==> src/logic/isa_pkg.sv <==
`default_nettype none

package isa_pkg;

	// Opcodes are six bits wide throughout the core
	typedef logic [5:0] opcode_t;

	// Both load forms return data in the memory stage
	localparam opcode_t OP_LD  = 6'b010001;
	localparam opcode_t OP_LD2 = 6'b110000;

	// Store data comes from rs2
	localparam opcode_t OP_ST  = 6'b010000;
	localparam opcode_t OP_ST2 = 6'b010011;
	localparam opcode_t OP_ST3 = 6'b111000;

	// Jump target comes from rs1
	localparam opcode_t OP_JMP  = 6'b000101;
	localparam opcode_t OP_JMP2 = 6'b000111;

	function automatic logic is_load(input opcode_t op);
		return (op == OP_LD) || (op == OP_LD2);
	endfunction

	function automatic logic is_store(input opcode_t op);
		return (op == OP_ST) || (op == OP_ST2) || (op == OP_ST3);
	endfunction

	function automatic logic is_jump(input opcode_t op);
		return (op == OP_JMP) || (op == OP_JMP2);
	endfunction

endpackage

`default_nettype wire

==> src/logic/core_pkg.sv <==
`default_nettype none

package core_pkg;

	localparam int WORD_W = 32;

	typedef logic [4:0] reg_idx_t;
	typedef logic [WORD_W-1:0] word_t;

	// Loads return their address mixed with this value
	localparam word_t LOAD_SALT = 32'hc3a5_5a3c;

	// Decoded instruction as presented by the source
	typedef struct packed {
		isa_pkg::opcode_t opcode;
		reg_idx_t         rs1;
		reg_idx_t         rs2;
		reg_idx_t         rd;
		logic             rd_en;
		logic             reg2used;
		word_t            imm;
	} instr_t;

	// Execute stage payload
	typedef struct packed {
		logic             valid;
		isa_pkg::opcode_t opcode;
		reg_idx_t         rd;
		logic             rd_en;
		logic             reg2used;
		word_t            imm;
		word_t            rs1_val;
		word_t            rs2_val;
	} id_ex_t;

	// Memory stage payload
	typedef struct packed {
		logic             valid;
		isa_pkg::opcode_t opcode;
		reg_idx_t         rd;
		logic             rd_en;
		word_t            result;
		word_t            addr;
	} ex_mem_t;

	// Writeback stage payload
	typedef struct packed {
		logic     valid;
		reg_idx_t rd;
		logic     rd_en;
		word_t    result;
	} mem_wb_t;

endpackage

`default_nettype wire

==> src/logic/stage_reg.sv <==
`default_nettype none
`timescale 1ns/1ns

module stage_reg #(
	parameter type payload_t = logic
) (
	input  logic     clk,
	input  logic     reset,
	input  logic     hold,
	input  logic     bubble,
	input  payload_t d,
	output payload_t q
);

	// Hold wins over bubble so a frozen pipeline keeps its contents
	always_ff @(posedge clk) begin
		if (reset) begin
			q <= payload_t'('0);
		end else if (!hold) begin
			if (bubble) begin
				q <= payload_t'('0);
			end else begin
				q <= d;
			end
		end
	end

endmodule

`default_nettype wire

==> src/logic/reg_file.sv <==
`default_nettype none
`timescale 1ns/1ns

module reg_file
	import core_pkg::*;
#(
	parameter int DATA_W = 32
) (
	input  logic              clk,
	input  logic              reset,
	input  reg_idx_t          rs1,
	input  reg_idx_t          rs2,
	input  logic              we,
	input  reg_idx_t          wd_idx,
	input  logic [DATA_W-1:0] wdata,
	output logic [DATA_W-1:0] rd1,
	output logic [DATA_W-1:0] rd2
);

	localparam int NUM_REGS = 32;

	logic [DATA_W-1:0] regs [NUM_REGS];

	always_ff @(posedge clk) begin
		if (reset) begin
			for (int i = 0; i < NUM_REGS; i++) begin
				regs[i] <= '0;
			end
		end else if (we) begin
			regs[wd_idx] <= wdata;
		end
	end

	// Write-through so decode sees a value retiring in the same cycle
	assign rd1 = (we && (wd_idx == rs1)) ? wdata : regs[rs1];
	assign rd2 = (we && (wd_idx == rs2)) ? wdata : regs[rs2];

endmodule

`default_nettype wire

==> src/logic/operand_forward.sv <==
`default_nettype none
`timescale 1ns/1ns

module operand_forward #(
	parameter int DATA_W = 32
) (
	input  logic [DATA_W-1:0] id_a,
	input  logic [DATA_W-1:0] id_b,
	input  logic [DATA_W-1:0] mem_result,
	input  logic [DATA_W-1:0] wb_result,
	input  logic              fwd_mem_a,
	input  logic              fwd_mem_b,
	input  logic              fwd_wb_a,
	input  logic              fwd_wb_b,
	output logic [DATA_W-1:0] op_a,
	output logic [DATA_W-1:0] op_b
);

	// The memory stage holds the younger producer, so it takes priority
	function automatic logic [DATA_W-1:0] pick(
		input logic              use_mem,
		input logic              use_wb,
		input logic [DATA_W-1:0] from_mem,
		input logic [DATA_W-1:0] from_wb,
		input logic [DATA_W-1:0] from_id
	);
		if (use_mem) begin
			return from_mem;
		end else if (use_wb) begin
			return from_wb;
		end
		return from_id;
	endfunction

	assign op_a = pick(fwd_mem_a, fwd_wb_a, mem_result, wb_result, id_a);
	assign op_b = pick(fwd_mem_b, fwd_wb_b, mem_result, wb_result, id_b);

endmodule

`default_nettype wire

==> src/logic/exec_unit.sv <==
`default_nettype none
`timescale 1ns/1ns

module exec_unit
	import core_pkg::*;
	import isa_pkg::*;
#(
	parameter int DATA_W = 32
) (
	// Execute stage
	input  logic [DATA_W-1:0] op_a,
	input  logic [DATA_W-1:0] op_b,
	input  logic [DATA_W-1:0] imm,
	input  logic              reg2used,

	// Memory stage
	input  opcode_t           mem_opcode,
	input  logic [DATA_W-1:0] mem_result,
	input  logic [DATA_W-1:0] mem_addr,

	output logic [DATA_W-1:0] ex_result,
	output logic [DATA_W-1:0] ex_addr,
	output logic [DATA_W-1:0] load_result
);

	// Second operand is either rs2 or the immediate
	assign ex_result = reg2used ? (op_a + op_b) : (op_a + imm);
	assign ex_addr   = op_a + imm;

	// Stand-in for a data memory read
	assign load_result = is_load(mem_opcode) ? (mem_addr ^ DATA_W'(LOAD_SALT)) : mem_result;

endmodule

`default_nettype wire

==> src/logic/hazard_detect.sv <==
`default_nettype none
`timescale 1ns/1ns

module hazard_detect
	import core_pkg::*;
	import isa_pkg::*;
(
	input  logic     clk,
	input  logic     reset,

	// Consumer in decode
	input  reg_idx_t id_rs1,
	input  reg_idx_t id_rs2,
	input  logic     id_reg2used,
	input  opcode_t  id_opcode,

	// Producer in execute
	input  reg_idx_t ex_rd,
	input  logic     ex_rd_en,
	input  opcode_t  ex_opcode,

	// Producer in memory
	input  reg_idx_t mem_rd,
	input  logic     mem_rd_en,

	input  logic     mem_stall,
	input  logic     dbg_stall,

	output logic     stall_id,
	output logic     stall_all,
	output logic     fwd_mem_a,
	output logic     fwd_mem_b,
	output logic     fwd_wb_a,
	output logic     fwd_wb_b
);

	logic ex_hit_a;
	logic ex_hit_b;
	logic mem_hit_a;
	logic mem_hit_b;

	logic id_store;
	logic id_jump;
	logic ex_load;

	logic load_use;
	logic ex_no_fwd;
	logic mem_no_fwd;

	// Source matches against the execute destination
	// rs2 only counts when the instruction actually reads it
	assign ex_hit_a = ex_rd_en && (id_rs1 == ex_rd);
	assign ex_hit_b = ex_rd_en && id_reg2used && (id_rs2 == ex_rd);

	// Source matches against the memory destination
	assign mem_hit_a = mem_rd_en && (id_rs1 == mem_rd);
	assign mem_hit_b = mem_rd_en && id_reg2used && (id_rs2 == mem_rd);

	assign id_store = is_store(id_opcode);
	assign id_jump  = is_jump(id_opcode);
	assign ex_load  = is_load(ex_opcode);

	// Load data is not ready until the memory stage
	assign load_use = ex_load && (ex_hit_a || ex_hit_b);

	// Jump target and store data are consumed before forwarding can reach them,
	// so they wait until the producer is in writeback and the register file
	// supplies the value
	assign ex_no_fwd  = (id_jump && ex_hit_a) || (id_store && ex_hit_b);
	assign mem_no_fwd = (id_jump && mem_hit_a) || (id_store && mem_hit_b);

	assign stall_all = mem_stall | dbg_stall;
	assign stall_id  = stall_all | load_use | ex_no_fwd | mem_no_fwd;

	// Selects take effect one cycle later, when the consumer reaches execute
	// and the producers have each moved one stage on
	always_ff @(posedge clk) begin
		if (reset) begin
			fwd_mem_a <= 1'b0;
			fwd_mem_b <= 1'b0;
			fwd_wb_a  <= 1'b0;
			fwd_wb_b  <= 1'b0;
		end else if (!stall_all) begin
			fwd_mem_a <= ex_hit_a && !ex_load;
			fwd_mem_b <= ex_hit_b && !ex_load;
			fwd_wb_a  <= mem_hit_a;
			fwd_wb_b  <= mem_hit_b;
		end
	end

endmodule

`default_nettype wire

==> src/logic/core_top.sv <==
`default_nettype none
`timescale 1ns/1ns

module core_top
	import core_pkg::*;
#(
	parameter int DATA_W = WORD_W
) (
	input  logic     clk,
	input  logic     reset,
	input  logic     issue,
	input  instr_t   instr,
	input  logic     mem_stall,
	input  logic     dbg_stall,
	output logic     stall_id,
	output logic     wb_valid,
	output logic     wb_we,
	output reg_idx_t wb_rd,
	output word_t    wb_data
);

	logic    dec_valid;
	instr_t  dec_instr;
	id_ex_t  ex_d;
	id_ex_t  ex_q;
	ex_mem_t mem_d;
	ex_mem_t mem_q;
	mem_wb_t wb_d;
	mem_wb_t wb_q;

	logic  stall_all;
	logic  ex_rd_en;
	logic  mem_rd_en;
	logic  fwd_mem_a;
	logic  fwd_mem_b;
	logic  fwd_wb_a;
	logic  fwd_wb_b;
	word_t rd1;
	word_t rd2;
	word_t op_a;
	word_t op_b;
	word_t ex_result;
	word_t ex_addr;
	word_t load_result;

	// Decode holds under any stall; the source keeps its instruction meanwhile
	stage_reg #(.payload_t(logic)) u_dec_valid (
		.clk    (clk),
		.reset  (reset),
		.hold   (stall_id),
		.bubble (1'b0),
		.d      (issue),
		.q      (dec_valid)
	);

	stage_reg #(.payload_t(instr_t)) u_dec_reg (
		.clk    (clk),
		.reset  (reset),
		.hold   (stall_id),
		.bubble (1'b0),
		.d      (instr),
		.q      (dec_instr)
	);

	reg_file #(.DATA_W(DATA_W)) u_reg_file (
		.clk    (clk),
		.reset  (reset),
		.rs1    (dec_instr.rs1),
		.rs2    (dec_instr.rs2),
		.we     (wb_we),
		.wd_idx (wb_q.rd),
		.wdata  (wb_q.result),
		.rd1    (rd1),
		.rd2    (rd2)
	);

	// An empty decode slot or a bubble downstream never matches
	assign ex_rd_en  = dec_valid & ex_q.valid & ex_q.rd_en;
	assign mem_rd_en = dec_valid & mem_q.valid & mem_q.rd_en;

	hazard_detect u_hazard (
		.clk         (clk),
		.reset       (reset),
		.id_rs1      (dec_instr.rs1),
		.id_rs2      (dec_instr.rs2),
		.id_reg2used (dec_instr.reg2used),
		.id_opcode   (dec_instr.opcode),
		.ex_rd       (ex_q.rd),
		.ex_rd_en    (ex_rd_en),
		.ex_opcode   (ex_q.opcode),
		.mem_rd      (mem_q.rd),
		.mem_rd_en   (mem_rd_en),
		.mem_stall   (mem_stall),
		.dbg_stall   (dbg_stall),
		.stall_id    (stall_id),
		.stall_all   (stall_all),
		.fwd_mem_a   (fwd_mem_a),
		.fwd_mem_b   (fwd_mem_b),
		.fwd_wb_a    (fwd_wb_a),
		.fwd_wb_b    (fwd_wb_b)
	);

	assign ex_d = '{
		valid:    dec_valid,
		opcode:   dec_instr.opcode,
		rd:       dec_instr.rd,
		rd_en:    dec_instr.rd_en,
		reg2used: dec_instr.reg2used,
		imm:      dec_instr.imm,
		rs1_val:  rd1,
		rs2_val:  rd2
	};

	// A decode-only stall sends a bubble into execute
	stage_reg #(.payload_t(id_ex_t)) u_ex_reg (
		.clk    (clk),
		.reset  (reset),
		.hold   (stall_all),
		.bubble (stall_id),
		.d      (ex_d),
		.q      (ex_q)
	);

	operand_forward #(.DATA_W(DATA_W)) u_fwd (
		.id_a       (ex_q.rs1_val),
		.id_b       (ex_q.rs2_val),
		.mem_result (mem_q.result),
		.wb_result  (wb_q.result),
		.fwd_mem_a  (fwd_mem_a),
		.fwd_mem_b  (fwd_mem_b),
		.fwd_wb_a   (fwd_wb_a),
		.fwd_wb_b   (fwd_wb_b),
		.op_a       (op_a),
		.op_b       (op_b)
	);

	exec_unit #(.DATA_W(DATA_W)) u_exec (
		.op_a        (op_a),
		.op_b        (op_b),
		.imm         (ex_q.imm),
		.reg2used    (ex_q.reg2used),
		.mem_opcode  (mem_q.opcode),
		.mem_result  (mem_q.result),
		.mem_addr    (mem_q.addr),
		.ex_result   (ex_result),
		.ex_addr     (ex_addr),
		.load_result (load_result)
	);

	assign mem_d = '{
		valid:  ex_q.valid,
		opcode: ex_q.opcode,
		rd:     ex_q.rd,
		rd_en:  ex_q.rd_en,
		result: ex_result,
		addr:   ex_addr
	};

	stage_reg #(.payload_t(ex_mem_t)) u_mem_reg (
		.clk    (clk),
		.reset  (reset),
		.hold   (stall_all),
		.bubble (1'b0),
		.d      (mem_d),
		.q      (mem_q)
	);

	assign wb_d = '{
		valid:  mem_q.valid,
		rd:     mem_q.rd,
		rd_en:  mem_q.rd_en,
		result: load_result
	};

	stage_reg #(.payload_t(mem_wb_t)) u_wb_reg (
		.clk    (clk),
		.reset  (reset),
		.hold   (stall_all),
		.bubble (1'b0),
		.d      (wb_d),
		.q      (wb_q)
	);

	// Retirement port
	assign wb_valid = wb_q.valid;
	assign wb_we    = wb_q.valid & wb_q.rd_en;
	assign wb_rd    = wb_q.rd;
	assign wb_data  = wb_q.result;

endmodule

`default_nettype wire

==> config.mk <==
export PLATFORM = sky130hd
export DESIGN_NAME = core_top
export DESIGN_NICKNAME = d
export VERILOG_FILES = /design/src/logic/isa_pkg.sv /design/src/logic/core_pkg.sv /design/src/logic/stage_reg.sv /design/src/logic/reg_file.sv /design/src/logic/operand_forward.sv /design/src/logic/exec_unit.sv /design/src/logic/hazard_detect.sv /design/src/logic/core_top.sv
export SDC_FILE = /design/constraint.sdc
export NUM_CORES = 2
export LEC_CHECK = 0
export BUFFER_PORTS_ARGS = -buffer_cell sky130_fd_sc_hd__buf_2
export CAP_MARGIN = 30
export CORE_MARGIN = 5
export CORE_UTILIZATION = 46
export CTS_CLUSTER_DIAMETER = 60
export DETAILED_ROUTE_END_ITERATION = 16
export GPL_TIMING_DRIVEN = 0
export SLEW_MARGIN = 20
export SYNTH_ARGS = -nofsm -noshare
export SYNTH_HDL_FRONTEND = slang
export SYNTH_HIERARCHICAL = 1
export SYNTH_SLANG_ARGS = --single-unit
==> constraint.sdc <==
create_clock -name clk -period 10.5 [get_ports clk]
set_clock_uncertainty 0.2 [all_clocks]
set_input_delay 0 -clock clk [delete_from_list [all_inputs] [get_ports clk]]
set_output_delay 0 -clock clk [all_outputs]
set_load 0.05 [all_outputs]
==> results.ini <==
[clock_network]
clkLatencyLatePin_ps = 840
root_buffer = clkbuf_16
cts_resized = 0
numCtsBuffers = 155
cts.clk_slew.worst_paths_ps = 60
h-tree-depth = 4
cts_tree = yes
ctsLongestPathBuffers = 3
post_cts_buffers = 0
clkSinkCount = 1310

[cells_and_area]
layout_common_cells = 1024 x edfxtp_1, 998 x and2_1, 519 x nand2_1
mostFrequentLayoutCell = edfxtp_1
drive_above_1_share = 0.213
syn_to_final_growth_pct = 13.9
fill_cells = 14000
nets = 6754
final_core_util = 0.525

[setup_path]
ff2ff_path_depth = 14
critPathArrivalTime_ps = 5760
cp_max_fo = 11
crit_chain = mux2i_1 > o21ai_0 > ha_1 > a211oi_1 > o21ai_0 > buf_2 > nand3_1 > a2111oi_0 > o21ai_0 > o21ai_0 > xor2_1 > a211o_1 > nand2b_1 > o22ai_2
reg2reg_to = u_mem_reg/q[61]
path_common_cell = o21ai_0
crit_path_max_incr_delay_ps = 970
timing.rr.start = u_wb_reg/q[0]
rrSetupSlack_ps = 5240
critPathSlowestCell = dfxtp_1
crit_buf_inv = 1
critPathRequiredTime_ps = 11000
crit_type = reg2reg
critical-path-top-delay-family = compound AO/OA/AOI/OAI gates
crit_path_end_kind = flop
cp-startpoint = u_wb_reg/q[0]
cp-start-kind = flop

[global_routing]
busiest_layer = met2
use_met3 = 0.141
grt_use_met2 = 0.556
antenna_found_initial = 29
overflow = 0
grt_usage = 0.377
grt_pass1_vias = 55300
use_met1 = 0.461
grt_pass1_wl_um = 440000
grt_max_degree = 33

[timing]
final.period_utilization = 0.501
fin_tns_setup_ps = 0
maxSlewHeadroom = 0.218
fin_crit_ps = 5260
hold_violations = 0
slew_violations = 0
max_freq_mhz = 190
rsz0062_at_grt = no
worst_slew_pin_slew_ps = 1170
setup_violations = 0

[floorplan]
io_pins = 100
dieHeight_um = 411
core_area_um2 = 160000
fp.dieArea_um2 = 169000
row_count = 147
initial_utilization = 0.461
die_w_um = 411

[logic_synthesis]
synth_enable_flop_cells = 1024
synth-seq-area-share = 0.494
syn_area_um2 = 73900
ys_types = 95
synth_cells = 6195
yosysWarnings = 6
synth_seq_cells = 1310
synthArstFlopShare = 0
postSynthAreaPerCell_um2 = 11.9
synth_ff_type = edfxtp_1

[worst_hold_path]
hp-start = reset
min_to = u_hazard/fwd_mem_b
worstHoldPathCells = 3
hold_path_class = in2reg

[routing]
dr_total_vias = 57500
ant_nets = 0
wirelength_um = 325000
routed_via_density = 6.44
firstDrtPassIters = 8
drt-wirelength-per-cell_um = 36.4
dr.first_iter.drc_count = 8408
drcViolationCount = 0

[job]
maxCapViolations = 0

[placed_design]
globalplace.congestion = 1.07
port-buffer-count = 99
hpwlAfterDp_um = 235000

[power]
power_leakage_uw = 0.0287
p_per_area_nw_per_um2 = 147
ir_drop_mv = 0.170

[run_status]
status = finished clean

-- timing repair --
action                                 in CTS  in global routing
setup endpoints to repair                   0                  0
endpoints found under the hold margin     103                  0
hold buffers                              126                  0
-- sequential cells by signal (all words and copies together), names as in the netlist --
name                flops
u_dec_reg/q            55
u_dec_valid/q           1
u_ex_reg/q            110
u_hazard/fwd_mem_a      1
u_hazard/fwd_mem_b      1
u_hazard/fwd_wb_a       1
u_hazard/fwd_wb_b       1
u_mem_reg/q            77
u_reg_file/regs      1024
u_wb_reg/q             39
-- Yosys cell counts (all sizes together) (21+ instances only) --
master,count,area [um^2]
nand2,519,1950
o211ai,28,215
xnor2,49,429
or3,29,181
a21o,26,196
o31ai,23,178
buf,292,2040
dfxtp,286,5730
o21ai,143,723
a21oi,72,360
nor2,125,472
ha,62,776
or2,40,250
a211oi,62,515
edfxtp,1024,30700
and2,998,6240
o22ai,397,3230
nor2b,67,419
o311a,22,220
mux4,277,6240
nand3,39,195
xor2,39,342
mux2,288,3240
mux2i,268,2680
nor3,43,236
clkbuf,302,1130
a311o,21,210
a211o,23,201
a22oi,137,1030
nand2b,303,1900
-- worst register-to-register path: cells and delay by family, from the launching register on --
family	cells	cell delay, ps
AOI/OAI and AO/OA	8	2820
xor gates and xnor gates	1	170
adders and majority gates	1	300
buffers and inverters	1	250
DFF	1	970
muxes	1	220
and+or+nand+nor	2	220
-- per-stage QoR --
stage / worst slack, ps / power, uW / instances / instance area (um^2) / hold slack (ps)
after floorplan: 6500 / 6570 / 6201 / 73900 / -131
after global placement: 5090 / 7030 / 8460 / 77100 / 62.3
after detailed placement: 5380 / 7070 / 8499 / 77800 / 66.4
after CTS: 5350 / 12400 / 8910 / 84000 / 58.8
after global routing: 4990 / 12700 / 8918 / 84100 / 125
final: 5240 / 12400 / 8933 / 84200 / 105
-- kinds of logic after synthesis --
logic type,Yosys count,share of synthesized area
mux,833,0.165
flops,1310,0.494
simple gates,2249,0.170
compound gates,1042,0.107
xor+xnor,88,0.0104
other cells,1,0.0000508
fa+ha+maj,64,0.0110
buf+inv,608,0.0437
-- worst max-delay path by stage --
| stage | endpoint | slack (ps) | cells after the start |
|---|---|---|---|
| 5_1_grt | u_mem_reg/q[61] | 4990 | 14 |
| 6_report | u_mem_reg/q[61] | 5240 | 14 |
| 2_1_floorplan | u_mem_reg/q[63] | 6500 | 13 |
| 3_3_place_gp | u_mem_reg/q[61] | 5090 | 13 |
| 3_5_place_dp | u_mem_reg/q[61] | 5380 | 14 |
| 4_1_cts | u_mem_reg/q[61] | 5350 | 14 |
-- final cells by class --
cell class / count / area (um^2) / share of cell area
tap: 2160 / 2700 / 0.0321
sequential: 1310 / 36500 / 0.433
antenna: 15 / 37.5 / 0.000446
timing repair buffer: 272 / 2400 / 0.0286
multi-input combinational: 4283 / 34300 / 0.408
buffer: 594 / 3180 / 0.0378
clock inverter: 90 / 774 / 0.00920
clock buffer: 195 / 4180 / 0.0497
inverter: 14 / 52.6 / 0.000624
-- per-layer routing --
metal  part of all wire  up-vias
li1                   -    23800
met1               0.36    28800
met2               0.43     3928
met3               0.13      979
met4              0.083       20
met5            0.00077        -
-- report_power, final --
group / switching (uW) / internal (uW)
clock: 2300 / 3040
combinational: 746 / 427
sequential: 115 / 5780
(Power assumes the default switching activity.)
